## src/hdd_byte_counter.sv

```systemverilog
`timescale 1ns/1ps

module hdd_byte_counter #(
    parameter int BUF_ADDR_W = 9
) (
    input  logic                  CLK_14M,
    input  logic                  RESET,
    input  logic                  clear,
    input  logic                  step,
    output logic [BUF_ADDR_W-1:0] offset,
    output logic                  last
);

    // Offset into the sector wraps past the last byte
    always_ff @(posedge CLK_14M) begin
        if (RESET || clear) begin
            offset <= '0;
        end else if (step) begin
            offset <= offset + 1'b1;
        end
    end

    assign last = &offset;   // Final byte of the sector

    // A command write and a NEXT BYTE access never share a clock
    a_clear_step: assert property (@(posedge CLK_14M) disable iff (RESET)
        !(clear && step));

endmodule

```

## config.mk

```make
export PLATFORM = sky130hd
export DESIGN_NAME = hdd_byte_counter
export DESIGN_NICKNAME = d
export VERILOG_FILES = /design/src/hdd_byte_counter.sv
export SDC_FILE = /design/constraint.sdc
export NUM_CORES = 1
export LEC_CHECK = 0
export ABC_CLOCK_PERIOD_IN_PS = 1420
export BUFFER_PORTS_ARGS = -buffer_cell sky130_fd_sc_hd__buf_2
export CAP_MARGIN = 20
export CORE_AREA = 10 10 47 49
export DETAILED_ROUTE_END_ITERATION = 8
export DIE_AREA = 0 0 57 59
export PLACE_DENSITY = 0.53
export SETUP_SLACK_MARGIN = 0.4
export SLEW_MARGIN = 20
export SYNTH_ARGS = -nofsm -noshare
export SYNTH_HDL_FRONTEND = slang
export SYNTH_SLANG_ARGS = --single-unit
```

## constraint.sdc

```tcl
create_clock -name CLK_14M -period 1.42 [get_ports CLK_14M]
set_clock_uncertainty 0.2 [all_clocks]
set_input_delay 0.071 -clock CLK_14M [delete_from_list [all_inputs] [get_ports CLK_14M]]
set_output_delay 0.071 -clock CLK_14M [all_outputs]
set_load 0.01 [all_outputs]
```

# Word-level counts from Yosys, hierarchy flattened
# Cells that the tools add are included.
dict set report word_totals {
  register_bits 9
  latch_bits 0
  mem_bits_rw 0
  rom_bits 0
  inputBits 4
  mem_count 0
}
dict set report op_classes {
  add_sub_neg 1
  multipliers 0
  n_div 0
  magnitude_cmp 0
  eq_ne 0
  n_shift 0
  muxes 0
  bitwise_logic 0
  reduce_logical 2
}
# op n
set op_table {}
lappend op_table {{$add A9 B1 Y9 const B} 1}
lappend op_table {{$reduce_and A9 Y1} 1}
lappend op_table {{$logic_or A1 B1 Y1} 1}

# Longest topological paths before layout
dict set report logic_depth {
  word_depth 1
  depth_mapped 6
  mapped_depth_nobuf 6
}

# Least setup slack after synthesis
# OpenSTA, ideal clock, no wires.
dict set report synth_timing {
  path_kind {reg-to-reg}
  start {register offset[0]}
  end {register offset[8]}
  setup_ps 126
  t_arrival_ps 1202
  slack_ps -108
  path_stages_with_launch 7
  period_less_slack_ps 1528
  path_cell_list {dfxtp_1 ha_1 nand3_1 nor2_1 ha_1 mux2i_1 nor2_1}
}
dict set report synth_via {
  elab_chain_cells 1
}
# element line_no
set synth_lines {}
lappend synth_lines {{from (decl)} 10} ;# output logic [BUF_ADDR_W-1:0] offset,
lappend synth_lines {{from (signal assigned)} 19} ;# offset <= offset + 1'b1;
lappend synth_lines {{$add A9 B1 Y9} 19}
# No other way between the ends.
# A chain may end at the register's enable or synchronous reset.

# Worst setup path in the final report
dict set report layout_timing {
  start {register offset[0]}
  end {output last}
}
dict set report layout_via {
  elab_chain_cells 1
}
# element line_no
set layout_lines {}
lappend layout_lines {{$reduce_and A9 Y1} 23} ;# assign last = &offset;
lappend layout_lines {{to (decl)} 11} ;# output logic last
# No other way between the ends.

==> impl_metrics.toml <==
[sta]
tightestPinTransition_ns = 0.219
post-route-period-util_pct = 103
time_the_final_worst_path_needs_with_i_o_delays_and_setup_ns = 1.46
timing.fmax_ghz = 0.685
rsz_0062_raised_after_global_routing = "true"
timing.final.ws_setup_ns = -0.0388
report.final.slew_viol_count = 0
relSlewSlack_pct = 85.3
report.final.setup_viol = 1
report.final.hold_viol_count = 9
final.hold.worst_slack_ns = -0.0301

[synthesis]
mappedNetlistArea_um2 = 400
synth_largest_area_cell = "dfxtp_1"
synth_sequential_area_ratio_pct = 45.0
synthesis.instances = 44
async_reset_ff_share_pct = 0
ys_warn_count = 0
post-synth-top-count-cell = "dfxtp_1"
synth_flop_cell = "dfxtp_1"
synth_area_per_cell_um2 = 9.10
syn_nets = 50
area_share_of_the_largest_cell_type_after_synthesis_pct = 45.0
synth_edf_count = 0
ys_ff_latch = 9
yosys-top-cells-count = "9 x dfxtp_1, 7 x nor2_1"
netlist-cell-type-count = 16
yosys-top-cells-area = "dfxtp_1 45%, nor2_1 6.6%, xor2_1 6.6%, ha_1 6.3%, mux2i_1 5.0%"

[global_route]
grt.overflow.total = 0
antenna_found_initial = 0
grt_pass1_vias = 387
grt_pass1_wl_mm = 1.72
grt_util_overall_pct = 6.62
grt_max_degree = 10

[final_layout]
finish.utilization_pct = 54.4
drive_above_1_share_pct = 63.9
reg.largest.list = "offset x9"
final-instance-count-excl-fill = 88
largest_register_ffs = 9
num-nets-final = 79
antenna_cells_inserted = 0
largest-register = "offset"
area.growth.synth_to_final_pct = 90.3

[status]
violated_checks = "negative hold slack, negative setup slack"
outcome = "complete, but fails checks"

[setup_path]
reg2reg_launch_point = "offset[0]"
timing.critical_path.arrival_ns = 1.19
setup.worst_path.end_class = "output pin"
crit_path_max_fanout = 2
r2r.worst_path.cells = 4
setup.worst_path.class = "reg -> out"
regToRegSetupSlack_ns = 0.03
worst_path_required_time_ns = 1.15
critical_path.reg2reg.endpoint = "offset[7]"
timing.critical_path.from_type = "register"

[clock_tree]
clkTransAtPathRegs_ns = 0.06
cts.sinks = 9
cts_tree = "yes"
worstSkewPairLatency_ns = 0.26
cts_inserted_buffers = 3
htree_levels = 1
cts_root_buf = "clkbuf_4"
cts.path.max_buffers = 2

[route]
routed_wirelength_mm = 1.18
dr.first_iter.drc_count = 3
vias = 426
drtPass1Iterations = 4
ant_nets = 0
post_drt_wl_per_cell_um = 13.4
post-route-drc-count = 0
viasPerCell = 4.84

[die]
start_util_pct = 28.6
std_cell_rows = 14
dieWidth_um = 57
count_of_boundary_i_o_pins = 14
die_height_um = 59
design.die.area_um2 = 3360
fp.coreArea_um2 = 1400

[place]
gpl_wtd_cong = 0.793
place.port_buffers = 13
dp_hpwl_um = 721
dp.cells = 73

[power]
vdd_ir_drop_max_v = 0.000315
power.leakage_nw = 0.327
cellPowerDensity_nw_per_um2 = 650

[hold_path]
worstHoldPathCells = 3
hold_path_end = "offset[7]"
worst_hold_startpoint = "clear"
min-delay-path-class = "in -> reg"

[job]
cap_violations = 0
-- cell type report --
class | instances | area (um2)
timing repair buffer | 26 | 248
multi-input combinational | 33 | 259
sequential | 9 | 209
clock buffer | 4 | 26.3
tap | 16 | 20.0
fill | 137 | 639
-- worst max-delay path by stage --
| stage | cells past startpoint | slack [ns] | startpoint | to |
|---|---|---|---|---|
| after CTS | 5 | -0.04 | offset[0] | last |
| after floorplan | 6 | 0.04 | offset[0] | offset[8] |
| final | 5 | -0.04 | offset[0] | last |
| after detailed placement | 6 | 0.05 | offset[0] | offset[8] |
| after global placement | 6 | 0.06 | offset[0] | offset[8] |
| after global routing | 4 | -0.1 | offset[4] | last |
-- report_power, final --
part	switching (W)	internal [W]	leakage (nW)
sequential	0.00000225	0.000242	0.0792
combinational	0.0000203	0.0000243	0.233
clock	0.0000974	0.000109	0.0150
total	0.000120	0.000375	0.327
-- metal layers --
layer	track usage, %	share of wire, %	vias up
met3	4.08	8.5	5
li1	-	-	214
met2	9.61	50	14
met4	5.03	2.0	0
met1	6.80	40	193
met5	0	0	-
-- critical path, stage by stage, from the launching register on --
cell     delay (ns)
dfxtp_4        0.35
ha_4           0.16
nand3_2        0.06
nor2_2         0.03
ha_1           0.20
buf_6          0.12
-- repair_timing --
item	in CTS	in global routing
setup endpoints to repair	18	19
buffers inserted	1	10
cloned	0	0
pin swaps	6	11
gates resized for setup	13	12
endpoints found under the hold margin	9	2
-- layout by cell type, fill, tap and decap left out, types with 2 or more instances in the layout --
| cell | netlist | final |
|---|---|---|
| a21oi_1 | 3 | 2 |
| buf_2 | 1 | 3 |
| buf_4 | 0 | 7 |
| buf_6 | 0 | 16 |
| clkbuf_4 | 0 | 3 |
| dfxtp_2 | 0 | 2 |
| dfxtp_4 | 0 | 7 |
| mux2i_1 | 2 | 2 |
| nand3_1 | 3 | 2 |
| nand4_1 | 3 | 3 |
| nor2_1 | 7 | 6 |
| o21ai_0 | 3 | 3 |
| or3_1 | 3 | 3 |
| xor2_1 | 3 | 3 |
-- per-stage QoR --
step                setup slack [ns]  cell area, um2  TNS (ns)  power [W]  hold slack, ns
finish                       -0.0388             762   -0.0388   0.000495         -0.0301
global route                 -0.0994             762    -0.145   0.000529         -0.0204
CTS                          -0.0370             632   -0.0370   0.000483         -0.0255
floorplan                     0.0386             445         0   0.000270           0.192
global placement              0.0639             537         0   0.000280           0.246
detailed placement            0.0473             537         0   0.000280           0.255
-- cells by family (layout without fill, tap and decap cells) --
kind of cell             Yosys count  in the layout  synth area share [%]
multiplexers                       2              2                  5.00
flip-flops                         9              9                  45.0
buffers and inverters              2             30                  2.19
XOR/XNOR                           4              4                  8.75
adder cells (fa/ha/maj)            2              2                  6.25
AND/OR/NAND/NOR                   19             19                  25.3
AO/OA/AOI/OAI                      6              6                  7.50
No activity file was read; power rests on OpenSTA's default activity.
