`config.mk`:
```
export PLATFORM = sky130hd
export DESIGN_NAME = hdd_cmd_fsm
export DESIGN_NICKNAME = d
export VERILOG_FILES = /design/src/hdd_pkg.sv /design/src/hdd_cmd_fsm.sv
export SDC_FILE = /design/constraint.sdc
export NUM_CORES = 1
export LEC_CHECK = 0
export BUFFER_PORTS_ARGS = -buffer_cell sky130_fd_sc_hd__buf_2
export CAP_MARGIN = 20
export CORE_AREA = 2 2 44 46
export CTS_BUF_LIST = sky130_fd_sc_hd__clkbuf_2
export DETAILED_ROUTE_END_ITERATION = 10
export DIE_AREA = 0 0 46 48
export PLACE_DENSITY = 0.95
export SLEW_MARGIN = 20
export SYNTH_ARGS = -nofsm -noshare
export SYNTH_HDL_FRONTEND = slang
export SYNTH_SLANG_ARGS = --single-unit
```
`constraint.sdc`:
```
create_clock -name CLK_14M -period 4.2 [get_ports CLK_14M]
set_input_delay 1.05 -clock CLK_14M [delete_from_list [all_inputs] [get_ports CLK_14M]]
set_output_delay 1.05 -clock CLK_14M [all_outputs]
set_load 0.01 [all_outputs]
```
`src/hdd_pkg.sv`:
```
package hdd_pkg;

    // ------------------------------------------------------------
    // ProDOS command codes written to C0F2
    // ------------------------------------------------------------
    typedef enum logic [7:0] {
        CMD_STATUS = 8'h00,
        CMD_READ   = 8'h01,
        CMD_WRITE  = 8'h02,
        CMD_FORMAT = 8'h03
    } hdd_cmd_e;

    // Register offsets within the device select window, from A[3:0]
    typedef enum logic [3:0] {
        REG_EXEC      = 4'h0,   // Read runs the command
        REG_STATUS    = 4'h1,
        REG_COMMAND   = 4'h2,
        REG_UNIT      = 4'h3,
        REG_MEM_L     = 4'h4,
        REG_MEM_H     = 4'h5,
        REG_BLOCK_L   = 4'h6,
        REG_BLOCK_H   = 4'h7,
        REG_NEXT_BYTE = 4'h8    // Sector data stream
    } hdd_reg_e;

    // ------------------------------------------------------------
    // Status and reply bytes
    // ------------------------------------------------------------
    localparam logic [7:0] ST_OK      = 8'h00;
    localparam logic [7:0] ST_ERROR   = 8'h01;
    localparam logic [7:0] ST_BUSY    = 8'h80;
    localparam logic [7:0] ST_PROTECT = 8'h2B;   // ProDOS write-protected error

    localparam logic [7:0] BUS_IDLE   = 8'hFF;   // Floating data bus

endpackage

```
`src/hdd_cmd_fsm.sv`:
```
`timescale 1ns/1ps

module hdd_cmd_fsm (
    input  logic              CLK_14M,
    input  logic              RESET,
    input  hdd_pkg::hdd_cmd_e cmd,
    input  logic              cmd_write,
    input  logic              exec_strobe,
    input  logic              next_read,
    input  logic              last,
    input  logic              hdd_mounted,
    input  logic              hdd_protect,
    output logic [7:0]        status,
    output logic [7:0]        reply,
    output logic              hdd_read,
    output logic              hdd_write
);
    import hdd_pkg::*;

    typedef enum logic [1:0] {
        ST_IDLE,
        ST_READ_ARMED,
        ST_READ_STREAM,
        ST_WRITE_ARMED
    } state_e;

    state_e state;

    always_ff @(posedge CLK_14M) begin
        if (RESET) begin
            state     <= ST_IDLE;
            status    <= ST_OK;
            reply     <= ST_OK;
            hdd_read  <= 1'b0;
            hdd_write <= 1'b0;
        end else begin
            hdd_read  <= 1'b0;   // Host strobes last one clock
            hdd_write <= 1'b0;

            if (cmd_write) begin
                case (cmd)
                    CMD_READ: begin
                        status <= ST_BUSY;
                        state  <= ST_READ_ARMED;
                    end
                    CMD_WRITE: begin
                        status <= ST_BUSY;
                        state  <= ST_WRITE_ARMED;
                    end
                    default: begin               // STATUS, FORMAT and unknown codes
                        status <= ST_OK;
                        state  <= ST_IDLE;
                    end
                endcase
            end else if (exec_strobe) begin
                if (cmd == CMD_STATUS) begin
                    status <= hdd_mounted ? ST_OK : ST_ERROR;
                    reply  <= hdd_mounted ? ST_OK : ST_ERROR;
                end else begin
                    case (state)
                        ST_READ_ARMED: begin
                            if (hdd_mounted) begin
                                hdd_read <= 1'b1;
                                reply    <= status;   // Still busy until the stream ends
                                state    <= ST_READ_STREAM;
                            end else begin
                                status <= ST_ERROR;
                                reply  <= ST_ERROR;
                                state  <= ST_IDLE;
                            end
                        end
                        ST_WRITE_ARMED: begin
                            if (hdd_protect) begin
                                status <= ST_ERROR;
                                reply  <= ST_PROTECT;
                            end else if (hdd_mounted) begin
                                hdd_write <= 1'b1;
                                status    <= ST_OK;
                                reply     <= ST_OK;
                            end else begin
                                status <= ST_ERROR;
                                reply  <= ST_ERROR;
                            end
                            state <= ST_IDLE;
                        end
                        default: reply <= status;
                    endcase
                end
            end else if (state == ST_READ_STREAM && next_read && last) begin
                status <= ST_OK;                 // Last byte of the sector taken
                state  <= ST_IDLE;
            end
        end
    end

    // ------------------------------------------------------------
    // Host strobe checks
    // ------------------------------------------------------------
    a_strobe_excl: assert property (@(posedge CLK_14M) disable iff (RESET)
        !(hdd_read && hdd_write));
    a_read_pulse: assert property (@(posedge CLK_14M) disable iff (RESET)
        hdd_read |=> !hdd_read);
    a_write_pulse: assert property (@(posedge CLK_14M) disable iff (RESET)
        hdd_write |=> !hdd_write);

endmodule

```
== Yosys cells after proc, flatten, opt, wreduce, memory -nomap -nowiden ==
Cells that the tools add are included.
Word-level totals
  memories kept: 0
  bits in registers: 20
  output and inout port bits: 18
  latch bits: 0
  bits in read-only memories: 0
  memory bits (writable): 0
Cells by class
  eq/ne operators: 8
  multiplexer cells: 20
  shifts and indexed selects: 0
  bitwise logic cells: 4
  $add $sub $neg: 0
  $mul: 0
  reductions and logical operators: 10
  $lt $le $gt $ge: 0
  div/mod/pow operators: 0
Operators by type and width (count)
  $mux W8: 7
  $pmux W8 S2: 2
  $mux W2: 5
  $eq A8 B1 Y1 const B: 1
  $eq A8 B2 Y1 const B: 1
  $logic_not A8 Y1: 1
  $pmux W2 S2: 2
  $mux W6: 1
  $reduce_or A6 Y1: 1
  $ne A5 B2 Y1 const B: 1
  $reduce_or A5 Y1: 1
  $eq A2 B2 Y1 const B: 2
  $ne A4 B2 Y1 const B: 1
  $not A1 Y1: 4
  $reduce_and A2 Y1: 2
  $mux W1: 3
  $ne A3 B3 Y1 const B: 1
  $reduce_and A3 Y1: 1
  $reduce_bool A3 Y1: 1
  $eq A2 B1 Y1 const B: 1
  $logic_and A1 B1 Y1: 2
  $reduce_or A2 Y1: 1

== Logic depth before layout (Yosys ltp) ==
  depth in word-level cells: 6
  gate-level depth with buffers: 6
  gate-level depth less buffers: 4

== Worst setup path before layout ==
OpenSTA, ideal clock, no wires.
  kind: input to register
  start point: input port cmd[3]
  end point: register status[7]
  arrival: 2.314 ns
  stages on the path: 6
  data required time: 4.068 ns
  setup slack: 1.754 ns
  buffers on the path: 2
  path through: or4_1 buf_2 o21ba_2 buf_2 a211oi_1 nor3_1
On the way
  longest elaborated chain between the ends: 4
  elaborated cells between the ends (all ways): 10
RTL lines
  start: declaration: RTL line hdd_cmd_fsm.sv:6  | input hdd_pkg::hdd_cmd_e cmd,
  $eq A8 B2 Y1 (tied with other cells): RTL line hdd_cmd_fsm.sv:41  | case (cmd)
  $reduce_or A2 Y1 (no line) / $mux W8 (equally long branches)
  $mux W8 (on tied branches): RTL line hdd_cmd_fsm.sv:41, hdd_cmd_fsm.sv:55
  $mux W8: RTL line hdd_cmd_fsm.sv:40  | if (cmd_write) begin
  end signal: assignment: RTL line hdd_cmd_fsm.sv:57  | status <= hdd_mounted ? ST_OK : ST_ERROR;
  end: declaration: RTL line hdd_cmd_fsm.sv:13  | output logic [7:0] status,
Parallel ways exist; a longest one is shown, timed or not.
A chain may end at the register's enable or synchronous reset.

== Final worst setup path ==
  start point: input port cmd[3]
  end point: register status[5]
On the way
  longest elaborated chain between the ends: 4
  elaborated cells between the ends (all ways): 6
RTL lines
  $logic_not A8 Y1 *: RTL line hdd_cmd_fsm.sv:56  | if (cmd == CMD_STATUS) begin
  $mux W8: RTL line hdd_cmd_fsm.sv:56
  $mux W8: RTL line hdd_cmd_fsm.sv:55  | end else if (exec_strobe) begin
  $mux W8: RTL line hdd_cmd_fsm.sv:40
Every way passes the cells marked *; elsewhere a longest branch is shown, timed or not.

==> results.txt <==
minimum clock period - 2.44 ns
crit path cell chain - buf_2, or4_1, o21ba_2, a21oi_1, nor3b_1
NumNets Final - 144
maximum clock rate - 0.410 GHz
commonest non-fill, non-tap cell in the layout - buf_2
hold depth - 2
Final Power - 0.292 mW
Hold-fix buffers, CTS - 0
CP required - 4.39 ns
WL final - 2060 µm
Clock transition at path regs - 0.18 ns
Detail Placement HPWL - 1500 µm
drt pass-1 iters - 4
initial antenna violation count - 0
Clock Path Buffers - 2
ANT nets after route - 0
measured slew at the worst slew-check pin - 0.559 ns
clock root cell - clkbuf_2
Post-Syn Area - 890 µm²
YS warnings - 0
Post-synth EDFFs - 0
CP Data Arrival Time - 2.63 ns
routed vias - 846
Clock Skews - 0.0143 ns
PortBufs - 33
Avg WL per Cell - 14.4 µm
area grow syn2layout - 17.0%
Post-CTS Setup Bufs - 0
P per Cell Area - 280 nW/µm²
worst hold path class - reg -> reg
depth of the most critical reg-to-reg path - 4
GPL Wtd Cong - 0.851
final-report hold violation count - 0
post-synthesis sequential area ratio - 45.0%
Worst Setup Path Type - in -> reg
core area - 1690 µm²
placed insts - 140
setup TNS - 0 ns
Synth Instances - 96
fin. max-slew vios - 0
P_leak - 0.434 nW
Net Count, Synth - 112
row count - 15
CP Max Fanout - 11
CTS Buf Count - 3
number of library cell types mapped by synthesis - 33
first-pass GRT wire length - 3120 µm
CTS resizes - 0
ys async rst share - 0%
DR DRC count - 0
final setup vio count - 0
pin count of the biggest net entering global routing - 22
crit end category - register
share of cells above drive strength 1 - 32.5%
ys flop type - dfxtp_1
non-filler cells, final - 143
GRT Overall Usage - 19.8%
I/O pin cnt - 34
initial drt markers - 40
diodes inserted - 0
H-tree levels - 1
CTS tree - done
Die Width - 46 µm
crit share post-route - 58.1%
chip height - 48 µm
status - finished clean
Skew-Pair Late Insertion Delay - 0.31 ns
CTS sink cnt - 20
unrepaired setup endpoints after global routing - false
most frequent cells in the layout - buf_2, dfxtp_1, nor2_1, a21oi_1, nor3b_1
crit-path max cell delay - 0.63 ns
die area - 2210 µm²
#FFs+latches synth - 20
grt ovf - 0
routed vias/inst - 5.92
Critical Path Start Type - input pin
number of global-route vias before repair - 759
Worst VDD drop - 0.000161 V
Max Cap Viol - 0
worst rel slew slack - 62.4%
Critical Path Slowest Stage Cell - or4_1
syn avg cell area - 9.27 µm²
Initial Util - 52.7%
-- critical path: cells and delay by family --
family	cells	cell delay, ns
AO/OA/AOI/OAI	2	0.74
buffers and inverters	1	0.09
AND/OR/NAND/NOR	2	0.73
-- layout make-up --
type | instances | area [µm²]
fill | 148 | 648
multi-input combinational | 67 | 428
sequential | 20 | 400
timing repair buffer | 33 | 165
tap | 17 | 21.3
clock buffer | 3 | 15.0
inverter | 3 | 11.3
-- registers in the layout, indices dropped and copies added (netlist names) --
register   count
hdd_read       1
reply          8
status         8
hdd_write      1
state          2
-- synth_stat cells, types with 3 or more instances --
cell type | number | area [µm²]
inv_1 | 3 | 11.3
nand2_1 | 5 | 18.8
a21boi_0 | 4 | 30.0
nor3b_1 | 6 | 45.0
a32oi_1 | 4 | 35.0
nor2_1 | 10 | 37.5
o21ai_0 | 5 | 25.0
a21oi_1 | 6 | 30.0
dfxtp_1 | 20 | 400
nor3_1 | 4 | 20.0
-- path summary, 6_finish.rpt --
path	end	slack, ns	startpoint
max reg2reg	status[5]$_SDFFE_PP0P_	2.44	state[0]$_SDFFE_PP0P_
max	status[5]$_SDFFE_PP0P_	1.76	cmd[3]
min	reply[1]$_SDFFE_PP0N_	0.46	reply[1]$_SDFFE_PP0N_
min reg2reg	reply[1]$_SDFFE_PP0N_	0.46	reply[1]$_SDFFE_PP0N_
-- per-layer routing --
layer	global-route usage [%]	routed length (µm)	vias to the layer above
met4	12.6	19	0
met5	0	0	-
met1	20.9	833	391
met2	36.1	1080	41
met3	3.77	130	2
li1	-	-	412
-- power by group --
group | leakage (nW) | switching, mW | internal (mW)
clock network | 0.0125 | 0.0546 | 0.0195
logic | 0.261 | 0.0154 | 0.0109
registers | 0.161 | 0.000746 | 0.191
total | 0.434 | 0.0707 | 0.221
-- through the flow --
stage	hold WS (ns)	utilization, %	instance area, µm²	worst slack [ns]
4_1_cts	0.464	61.6	1040	1.81
5_1_grt	0.490	61.6	1040	1.74
3_3_place_gp	0.438	60.7	1030	1.57
3_5_place_dp	0.443	60.7	1030	1.47
6_report	0.463	61.6	1040	1.76
2_1_floorplan	0.464	-	890	1.75
-- kinds of logic after synthesis --
logic type,Yosys count,synth area share (%)
xor gates and xnor gates,1,0.985
DFF,20,45.0
buffers and inverters,9,6.89
AOI/OAI and AO/OA,28,22.5
and+or+nand+nor,38,24.6
Note: power is estimated with default switching activity, not from simulation.
