--- src/hdd_pkg.sv ---
package hdd_pkg;

    // ------------------------------------------------------------
    // ProDOS command codes written to C0F2
    // ------------------------------------------------------------
    typedef enum logic [7:0] {
        CMD_STATUS = 8'h00,
        CMD_READ   = 8'h01,
        CMD_WRITE  = 8'h02,
        CMD_FORMAT = 8'h03
    } hdd_cmd_e;

    // Register offsets within the device select window, from A[3:0]
    typedef enum logic [3:0] {
        REG_EXEC      = 4'h0,   // Read runs the command
        REG_STATUS    = 4'h1,
        REG_COMMAND   = 4'h2,
        REG_UNIT      = 4'h3,
        REG_MEM_L     = 4'h4,
        REG_MEM_H     = 4'h5,
        REG_BLOCK_L   = 4'h6,
        REG_BLOCK_H   = 4'h7,
        REG_NEXT_BYTE = 4'h8    // Sector data stream
    } hdd_reg_e;

    // ------------------------------------------------------------
    // Status and reply bytes
    // ------------------------------------------------------------
    localparam logic [7:0] ST_OK      = 8'h00;
    localparam logic [7:0] ST_ERROR   = 8'h01;
    localparam logic [7:0] ST_BUSY    = 8'h80;
    localparam logic [7:0] ST_PROTECT = 8'h2B;   // ProDOS write-protected error

    localparam logic [7:0] BUS_IDLE   = 8'hFF;   // Floating data bus

endpackage

--- src/hdd_bus_regs.sv ---
`timescale 1ns/1ps

module hdd_bus_regs (
    input  logic        CLK_14M,
    input  logic        RESET,
    input  logic        phi0,
    input  logic        DEVICE_SELECT,
    input  logic [3:0]  A,
    input  logic        RD,
    input  logic [7:0]  D_IN,
    input  logic [7:0]  status,
    input  logic [7:0]  reply,
    input  logic [7:0]  cpu_q,
    output logic [7:0]  D_OUT,
    output logic [15:0] sector,
    output logic [7:0]  cmd,
    output logic        exec_strobe,
    output logic        cmd_write,
    output logic        next_read,
    output logic        next_write,
    output logic        next_step
);
    import hdd_pkg::*;

    logic       sel_done;      // Access already taken for this select
    logic       access;
    logic [7:0] reg_command;
    logic [7:0] reg_unit;
    logic [7:0] reg_mem_l;
    logic [7:0] reg_mem_h;
    logic [7:0] reg_block_l;
    logic [7:0] reg_block_h;
    logic [7:0] next_hold;     // Byte at the offset before the step
    logic [7:0] rd_mux;

    // ------------------------------------------------------------
    // One access per select, on the first phi0 clock
    // ------------------------------------------------------------
    assign access = DEVICE_SELECT && phi0 && !sel_done;

    always_ff @(posedge CLK_14M) begin
        if (RESET || !DEVICE_SELECT) begin
            sel_done <= 1'b0;
        end else if (access) begin
            sel_done <= 1'b1;
        end
    end

    assign exec_strobe = access &&  RD && (A == REG_EXEC);
    assign cmd_write   = access && !RD && (A == REG_COMMAND);
    assign next_read   = access &&  RD && (A == REG_NEXT_BYTE);
    assign next_write  = access && !RD && (A == REG_NEXT_BYTE);
    assign next_step   = next_read || next_write;

    // The FSM sees the new command in the same clock as the write
    assign cmd    = cmd_write ? D_IN : reg_command;
    assign sector = {reg_block_h, reg_block_l};

    always_ff @(posedge CLK_14M) begin
        if (RESET) begin
            reg_command <= 8'h00;
            reg_unit    <= 8'h00;
            reg_mem_l   <= 8'h00;
            reg_mem_h   <= 8'h00;
            reg_block_l <= 8'h00;
            reg_block_h <= 8'h00;
        end else if (access && !RD) begin
            case (A)
                REG_COMMAND: reg_command <= D_IN;
                REG_UNIT:    reg_unit    <= D_IN;
                REG_MEM_L:   reg_mem_l   <= D_IN;
                REG_MEM_H:   reg_mem_h   <= D_IN;
                REG_BLOCK_L: reg_block_l <= D_IN;
                REG_BLOCK_H: reg_block_h <= D_IN;
                default:     ;                    // Status and execute are read-only
            endcase
        end
    end

    always_ff @(posedge CLK_14M) begin
        if (RESET) begin
            next_hold <= 8'h00;
        end else if (next_read) begin
            next_hold <= cpu_q;
        end
    end

    // ------------------------------------------------------------
    // Read data
    // ------------------------------------------------------------
    always_comb begin
        case (A)
            REG_EXEC:      rd_mux = reply;
            REG_STATUS:    rd_mux = status;
            REG_COMMAND:   rd_mux = reg_command;
            REG_UNIT:      rd_mux = reg_unit;
            REG_MEM_L:     rd_mux = reg_mem_l;
            REG_MEM_H:     rd_mux = reg_mem_h;
            REG_BLOCK_L:   rd_mux = reg_block_l;
            REG_BLOCK_H:   rd_mux = reg_block_h;
            REG_NEXT_BYTE: rd_mux = next_hold;
            default:       rd_mux = BUS_IDLE;
        endcase
    end

    always_ff @(posedge CLK_14M) begin
        if (RESET) begin
            D_OUT <= BUS_IDLE;
        end else begin
            D_OUT <= (DEVICE_SELECT && RD) ? rd_mux : BUS_IDLE;
        end
    end

    // Each access yields at most one side-effect pulse
    a_one_pulse: assert property (@(posedge CLK_14M) disable iff (RESET)
        $onehot0({exec_strobe, cmd_write, next_read, next_write}));

endmodule

--- config.mk ---
export PLATFORM = sky130hd
export DESIGN_NAME = hdd_bus_regs
export DESIGN_NICKNAME = d
export VERILOG_FILES = /design/src/hdd_pkg.sv /design/src/hdd_bus_regs.sv
export SDC_FILE = /design/constraint.sdc
export NUM_CORES = 1
export LEC_CHECK = 0
export ABC_AREA = 1
export BUFFER_PORTS_ARGS = -buffer_cell sky130_fd_sc_hd__buf_4
export CAP_MARGIN = 20
export CORE_ASPECT_RATIO = 1.1
export CORE_MARGIN = 8
export CORE_UTILIZATION = 54
export DETAILED_ROUTE_END_ITERATION = 6
export GPL_TIMING_DRIVEN = 1
export HOLD_SLACK_MARGIN = 0.08
export PLACE_DENSITY = 0.8
export SYNTH_ARGS = -nofsm -noshare
export SYNTH_HDL_FRONTEND = slang
export SYNTH_SLANG_ARGS = --single-unit
--- constraint.sdc ---
create_clock -name CLK_14M -period 1.8 [get_ports CLK_14M]
set_input_delay 0.36 -clock CLK_14M [delete_from_list [all_inputs] [get_ports CLK_14M]]
set_output_delay 0.36 -clock CLK_14M [all_outputs]
set_load 0.1 [all_outputs]
Yosys cells after proc, flatten, opt, wreduce, memory -nomap -nowiden. Index checks and enable logic that the tools add are counted.

Register bits: 65. Bits of input ports: 41. Output and inout port bits: 37.

Equality and inequality tests: 8. Mux-type cells: 2. Bitwise operators: 1. Reduce and logical (&&, ||, !) cells: 22.

Operators by type and width (count): $pmux W8 S9 (1); $eq A4 B3 Y1 const B (4); $reduce_and A2 Y1 (6); $logic_and A1 B1 Y1 (9); $eq A4 B2 Y1 const B (2); $mux W8 (1); $eq A4 B1 Y1 const B (1); $eq A4 B4 Y1 const B (1); $logic_not A4 Y1 (1); $logic_not A1 Y1 (3); $logic_or A1 B1 Y1 (2); $reduce_or A2 Y1 (1); $not A1 Y1 (1).

Depth between registers and ports, before layout. Gate-level depths: netlist of the first run.

Depth in word-level cells: 5. Gate-level depth with buffers: 9.

Worst setup path before layout of the first run. OpenSTA, ideal clock, no wires.

Path type: in2out. Start: input A[1]. End: output exec_strobe. Arrival time: 2.772 ns. Data required time: 1.440 ns. Setup slack: -1.332 ns. Cell stages on the path: 4. Cells stage by stage: nor2_2 > buf_4 > nand2_1 > nor3_1.

Word-level cells in the longest chain between the ends: 2.

Ends and longest elaborated chain: start, declared (RTL line hdd_bus_regs.sv:8) `input logic [3:0] A,`; $logic_not A4 Y1 (RTL line hdd_bus_regs.sv:49) `assign exec_strobe = access && RD && (A == REG_EXEC);`; $logic_and A1 B1 Y1 (RTL line hdd_bus_regs.sv:49); end, declared (RTL line hdd_bus_regs.sv:17) `output logic exec_strobe,`.

Every way passes these cells.

Worst setup path after layout of the first run.
Start: register sel_done. End: output cmd[4].

Word-level cells in the longest chain between the ends: 5.

Ends and longest elaborated chain: start, declared (RTL line hdd_bus_regs.sv:25) `logic sel_done;`; start signal, assigned (RTL line hdd_bus_regs.sv:43) `sel_done <= 1'b0;`; start signal, assigned (RTL line hdd_bus_regs.sv:45) `sel_done <= 1'b1;`; $logic_not A1 Y1 (RTL line hdd_bus_regs.sv:39) `assign access = DEVICE_SELECT && phi0 && !sel_done;`; $logic_and A1 B1 Y1 (RTL line hdd_bus_regs.sv:39); $logic_and A1 B1 Y1 (2 in a row) (RTL line hdd_bus_regs.sv:50) `assign cmd_write = access && !RD && (A == REG_COMMAND);`; $mux W8 (RTL line hdd_bus_regs.sv:56) `assign cmd = cmd_write ? D_IN : reg_command;`; end, declared (RTL line hdd_bus_regs.sv:16) `output logic [7:0] cmd,`.

Every way passes these cells.

==> impl_metrics.py, run 1 <==
metrics = {
    "floorplan": {
        "io_pins": 78,
        "die-area_um2": 8946,
        "initial_core_util_pct": 54.81,
        "num_rows": 30,
        "chipWidth_um": 90.91,
        "coreArea_um2": 6081,
        "dieHeight_um": 98.40,
    },
    "clock_tree": {
        "cts_made_buffers": 9,
        "insertion_delay_ns": 0.34,
        "tritoncts": "built",
        "cts.root.buffer_cell": "clkbuf_8",
        "clock-sinks": 65,
        "hold_buffers": 0,
        "htree_levels": 3,
        "clk_path_buf_depth": 2,
        "clkTransAtPathRegs_ns": 0.07,
    },
    "sta": {
        "setup_viol": 9,
        "slew_headroom_pct": 67.10,
        "setup_ws_ns": -0.1999,
        "rsz0062_at_grt": "yes",
        "max_slew.worst_pin.slew_ns": 0.4934,
        "min_period_over_period_pct": 111.1,
        "period_minus_slack_ns": 2.000,
        "max_freq_mhz": 500.0,
        "finalHoldViolCount": 0,
        "skew_ns": 0.01057,
        "drv_slew": 0,
        "fin_hold_ws_ns": 0.2565,
    },
    "global_routing": {
        "use_met3_pct": 5.219,
        "top_usage_layer": "met2",
        "grt_pass1_wl_um": 16880,
        "grt_max_degree": 49,
        "antenna_found_initial": 0,
        "use_met2_pct": 39.17,
        "grt_use_met1_pct": 27.90,
        "groute.usage.overall_pct": 23.39,
        "grt_pass1_vias": 3458,
        "grt_overflow": 0,
    },
    "yosys": {
        "syn-num-nets": 577,
        "synthTopCellsByCount": "154 x nand2_1, 139 x nor2_1, 82 x nand3_1",
        "avgSynthCellArea_um2": 6.219,
        "yosysWarnings": 0,
        "synth_area_um2": 3333,
        "synthCells": 536,
        "synth_top_area_share_pct": 39.04,
        "async_flop_share_pct": 0,
        "synth.largest_area_cell": "dfxtp_1",
        "synthFlopType": "dfxtp_1",
        "synth.most_common_cell": "nand2_1",
        "synth_cell_types": 16,
        "yosys-top-cells-area": "dfxtp_1 39%, nand2_1 17%, nor2_1 16%",
        "yosys_register_bits": 65,
        "synth_edf_count": 0,
        "yosysSeqAreaShare_pct": 39.04,
    },
    "worst_setup_path": {
        "crit_required_ns": 1.44,
        "cp_cell_sequence": "inv_2 > nand3_4 > nor2_4 > buf_12 > nand2_8 > nand2_1 > nand2_2 > clkinvlp_4 > buf_12",
        "max_stage_delay_ns": 0.32,
        "end_kind": "output pin",
        "path_common_cell": "buf_12",
        "cp_slowest_cell": "dfxtp_2",
        "crit_path_max_fanout": 9,
        "criticalPathCategory": "reg2out",
        "cp-start-kind": "flop",
        "arrival_ns": 1.64,
    },
    "power_and_ir_drop": {
        "p_leak_nw": 2.111,
        "p_int_mw": 2.115,
        "p_sw_share_pct": 28.90,
        "combPwrFrac_pct": 15.7,
        "power_frac_seq_pct": 49.1,
        "switching_power_mw": 0.8595,
        "ir_drop_mv": 0.3935,
        "clock_power_share_pct": 35.2,
        "pwr_density_cell_nw_per_um2": 649.9,
    },
    "route": {
        "drt_iter0_drc": 248,
        "remaining_drc_errors": 0,
        "route.final.wire_length_um": 10320,
        "drt-pass1-iter-count": 4,
        "vias": 3550,
        "vias_per_cell": 4.937,
        "avgRoutedWirePerCell_um": 14.36,
        "antenna_left": 0,
    },
    "finish": {
        "area_growth_pct": 37.31,
        "fin_cells": 719,
        "antennaDiodeCount": 0,
        "nNetsFinal": 675,
        "layout-drive-gt1-share_pct": 27.86,
    },
    "min_path": {
        "hold_class": "in2reg",
    },
    "place": {
        "place_ws_ns": -0.1428,
        "placed_cells_incl_taps": 702,
        "port_buffers": 77,
        "globalplace.congestion": 0.9279,
        "post-dp-hpwl_um": 7425,
    },
    "status": {
        "status": "finished with violations",
        "violations": "setup timing",
    },
    "flow_run": {
        "maxCapViolCount": 0,
    },
}
[placed cells by master, fill, tap and decap left out]
cell type	count
nand2_1	143
nor2_1	136
buf_4	97
nand3_1	79
dfxtp_1	64
inv_1	35
nand2_2	16
nor2_4	15
buf_12	11
clkinvlp_4	9
clkbuf_8	9
inv_2	6
clkinv_2	4
clkbuf_1	3
nand3_2	2
buf_8	2
nor2_2	1
nand2_4	1
nand3_4	1
nand2_8	1
nor3_4	1
a21oi_1	1
buf_6	1
dfxtp_2	1
[cell type report]
type / instances / area, um2
multi-input cells: 397 / 1808
repair buffers: 111 / 989.7
clock inverters: 4 / 20.02
inverters: 50 / 221.5
fillers: 505 / 1504
clock buffers: 12 / 135.1
flip-flops and latches: 65 / 1303
well taps: 80 / 100.1
[repair_timing]
item	4_1_cts	5_1_grt
gates cloned	0	0
gates resized for setup	35	8
pin swaps	1	1
endpoints found under the setup margin	10	13
setup buffers	1	0
[state kept, by name (all words and copies together) (netlist names)]
signal,count
reg_unit,8
reg_command,8
next_hold,8
sel_done,1
reg_mem_l,8
D_OUT,8
reg_block_l,8
reg_mem_h,8
reg_block_h,8
[power groups by stage]
stage	Clock, mW	Combinational (mW)	Sequential [mW]
6_report	1.05	0.467	1.46
5_1_grt	1.12	0.499	1.46
4_1_cts	1.05	0.461	1.46
3_5_place_dp	0	0.444	1.49
3_3_place_gp	0	0.438	1.49
2_1_floorplan	0	0.205	1.55
[cell families after synthesis]
| group | synth area share [%] |
|---|---|
| and+or+nand+nor | 50.86 |
| buffers and inverters | 9.948 |
| DFF | 39.04 |
| AOI/OAI and AO/OA | 0.1500 |
[path summary, 6_finish.rpt]
kind,start,end,slack (ns),cells after the start
max,sel_done,cmd[4],-0.20,9
min,RESET,reg_command[1],0.26,2
max reg2reg,sel_done,reg_mem_l[7],0.35,7
min reg2reg,reg_unit[7],reg_unit[7],0.49,2
[through the flow]
stage / TNS (ns) / utilization, % / area (um2) / power, mW
after floorplan: -0.7447 / - / 3443 / 1.754
after global placement: -0.9138 / 69.69 / 4238 / 1.930
after detailed placement: -1.059 / 69.69 / 4238 / 1.937
after CTS: -1.447 / 74.77 / 4547 / 2.966
after global routing: -2.056 / 75.27 / 4577 / 3.078
final: -1.387 / 75.27 / 4577 / 2.974
[routing by layer]
metal	vias to the layer above	wire length [um]
met5	-	0
met4	0	328
met3	28	810
met2	154	4965
met1	1542	4218
li1	1826	-
[critical path: cells and delay by family (launching register included)]
kind / cells / cell delay [ns]
and+or+nand+nor: 5 / 0.49
buffers and inverters: 4 / 0.48
DFF: 1 / 0.32
Note: power is estimated with default switching activity, not from simulation.
==> run 2: changes to the inputs <==
- ABC_AREA: 1 -> not set
- CORE_UTILIZATION: 54 -> 53
==> impl_metrics.py, run 2 <==
metrics = {
    "yosys": {
        "synth_mux_area_share_pct": 21.59,
        "yosysSeqAreaShare_pct": 41.88,
        "synth.largest_area_cell": "dfxtp_1",
        "synth_fa_ha_area_share_pct": 0,
        "synth_top_area_share_pct": 41.88,
        "syn-num-nets": 351,
        "yosys_register_bits": 65,
        "avgSynthCellArea_um2": 10.02,
        "yosys-top-cells-area": "dfxtp_1 42%, mux2i_1 16%, nor2_1 6.9%",
        "synth_compound_area_share_pct": 11.60,
        "synth_top_family_by_area": "multiplexers",
        "synth.most_common_cell": "dfxtp_1",
        "synthCells": 310,
        "synth_area_um2": 3107,
        "synthTopCellsByCount": "65 x dfxtp_1, 57 x nor2_1, 49 x mux2i_1",
        "synthFlopType": "dfxtp_1",
        "yosysWarnings": 0,
        "synth_edf_count": 0,
        "async_flop_share_pct": 0,
        "synthSimpleGateAreaFrac_pct": 20.34,
        "synthXorXnorAreaFrac_pct": 0,
        "synth_cell_types": 49,
    },
    "global_routing": {
        "groute.usage.overall_pct": 22.07,
        "grt_pass1_vias": 2795,
        "grt_pass1_wl_um": 14130,
        "antenna_found_initial": 0,
        "grt_overflow": 0,
        "grt_max_degree": 57,
    },
    "finish": {
        "final_cell_mix": "96 x buf_4, 62 x dfxtp_1, 56 x nor2_1",
        "fin_util_pct": 76.30,
        "nNetsFinal": 457,
        "layout_commonest_cell": "buf_4",
        "layout-drive-gt1-share_pct": 38.52,
        "fin_cells": 495,
        "area_growth_pct": 40.80,
        "antennaDiodeCount": 0,
    },
    "clock_tree": {
        "htree_levels": 3,
        "tritoncts": "built",
        "hold_buffers": 0,
        "clock-sinks": 65,
        "clkTransAtPathRegs_ns": 0.07,
        "clk_path_buf_depth": 2,
        "cts.root.buffer_cell": "clkbuf_8",
        "cts_made_buffers": 9,
        "insertion_delay_ns": 0.34,
    },
    "status": {
        "status": "finished with violations",
        "violations": "setup timing",
    },
    "floorplan": {
        "die-area_um2": 8571,
        "io_pins": 78,
        "dieHeight_um": 96.30,
        "chipWidth_um": 89,
        "coreArea_um2": 5733,
        "num_rows": 29,
        "initial_core_util_pct": 54.19,
    },
    "sta": {
        "setup_viol": 13,
        "skew_ns": 0.01193,
        "rsz0062_at_grt": "yes",
        "finalHoldViolCount": 0,
        "max_slew.worst_pin.slew_ns": 0.5810,
        "min_period_over_period_pct": 116.8,
        "slew_headroom_pct": 61.27,
        "period_minus_slack_ns": 2.102,
        "drv_slew": 0,
        "setup_ws_ns": -0.3018,
        "fin_hold_ws_ns": 0.2537,
        "max_freq_mhz": 475.8,
    },
    "place": {
        "port_buffers": 77,
        "post-dp-hpwl_um": 6334,
        "placed_cells_incl_taps": 477,
        "place_ws_ns": -0.2002,
        "globalplace.congestion": 0.8522,
    },
    "route": {
        "route.final.wire_length_um": 9089,
        "vias": 2787,
        "drt_iter0_drc": 156,
        "vias_per_cell": 5.630,
        "antenna_left": 0,
        "remaining_drc_errors": 0,
        "drt-pass1-iter-count": 4,
        "avgRoutedWirePerCell_um": 18.36,
    },
    "flow_run": {
        "maxCapViolCount": 0,
    },
    "worst_setup_path": {
        "end_kind": "output pin",
        "crit_path_max_fanout": 5,
        "crit_required_ns": 1.44,
        "arrival_ns": 1.74,
        "criticalPathCategory": "reg2out",
        "cp-start-kind": "flop",
    },
    "min_path": {
        "hold_class": "in2reg",
    },
    "power_and_ir_drop": {
        "pwr_density_cell_nw_per_um2": 681.0,
        "p_leak_nw": 2.129,
        "ir_drop_mv": 0.5162,
        "p_total_mw": 2.979,
    },
}
==> run 2: changes by cell type after synthesis, sizes merged, moves of 12 or more <==
cell and change:
nor2 -95, nor2b +15, nand2 -158, nand3 -68
mux2i +49, inv -47, buf -12
==> run 2: stage by stage <==
step,instance area [um2],setup TNS (ns)
6_report,4374,-3.024
5_1_grt,4374,-3.660
4_1_cts,4352,-2.720
2_1_floorplan,3171,-0.3695
3_3_place_gp,3964,-1.758
3_5_place_dp,3964,-1.968
==> run 2: cells by family (layout without fill, tap and decap cells) <==
logic type | Yosys count | count (layout)
and+or+nand+nor | 114 | 115
DFF | 65 | 65
muxes | 62 | 62
AOI/OAI and AO/OA | 46 | 46
buffers and inverters | 23 | 130
==> run 2: power by group <==
part	total (mW)	switching (mW)	internal (mW)	leakage [nW]
Combinational	0.402	0.232	0.171	1.52
Clock	1.12	0.503	0.618	0.0824
Sequential	1.45	0.00508	1.45	0.526
Total	2.98	0.740	2.24	2.13
==> run 2: critical path: stages, from the launching register on <==
cell,delay [ns]
dfxtp_2,0.32
and4bb_4,0.35
nand3_4,0.18
mux2_4,0.37
buf_12,0.17
==> run 2: metal layers <==
metal,track usage [%],share of wire (%),up-vias
met3,6.234,8.1,24
met1,25.16,39,1333
li1,-,-,1329
met4,12.07,3.0,0
met5,0,0,-
met2,36.49,50,101
==> run 2: final timing paths <==
kind | cells after the start | end | startpoint | slack (ns)
min | 3 | next_hold[0] | cpu_q[0] | 0.25
max reg2reg | 9 | next_hold[6] | sel_done | 0.10
max | 4 | cmd[2] | sel_done | -0.30
min reg2reg | 2 | reg_mem_h[5] | reg_mem_h[5] | 0.50
==> run 2: cell type report <==
class | count | area, um2
repair buffers | 114 | 1046
fillers | 425 | 1359
flip-flops and latches | 65 | 1305
clock inverters | 1 | 30.03
inverters | 3 | 18.77
clock buffers | 12 | 135.1
well taps | 77 | 96.34
multi-input cells | 223 | 1743
==> run 2: timing repair <==
item                                    CTS  global route
gates cloned                              1             0
pin swaps                                 3             1
resized for setup                        48             3
endpoints found under the setup margin   13            13
buffers inserted                          2             3
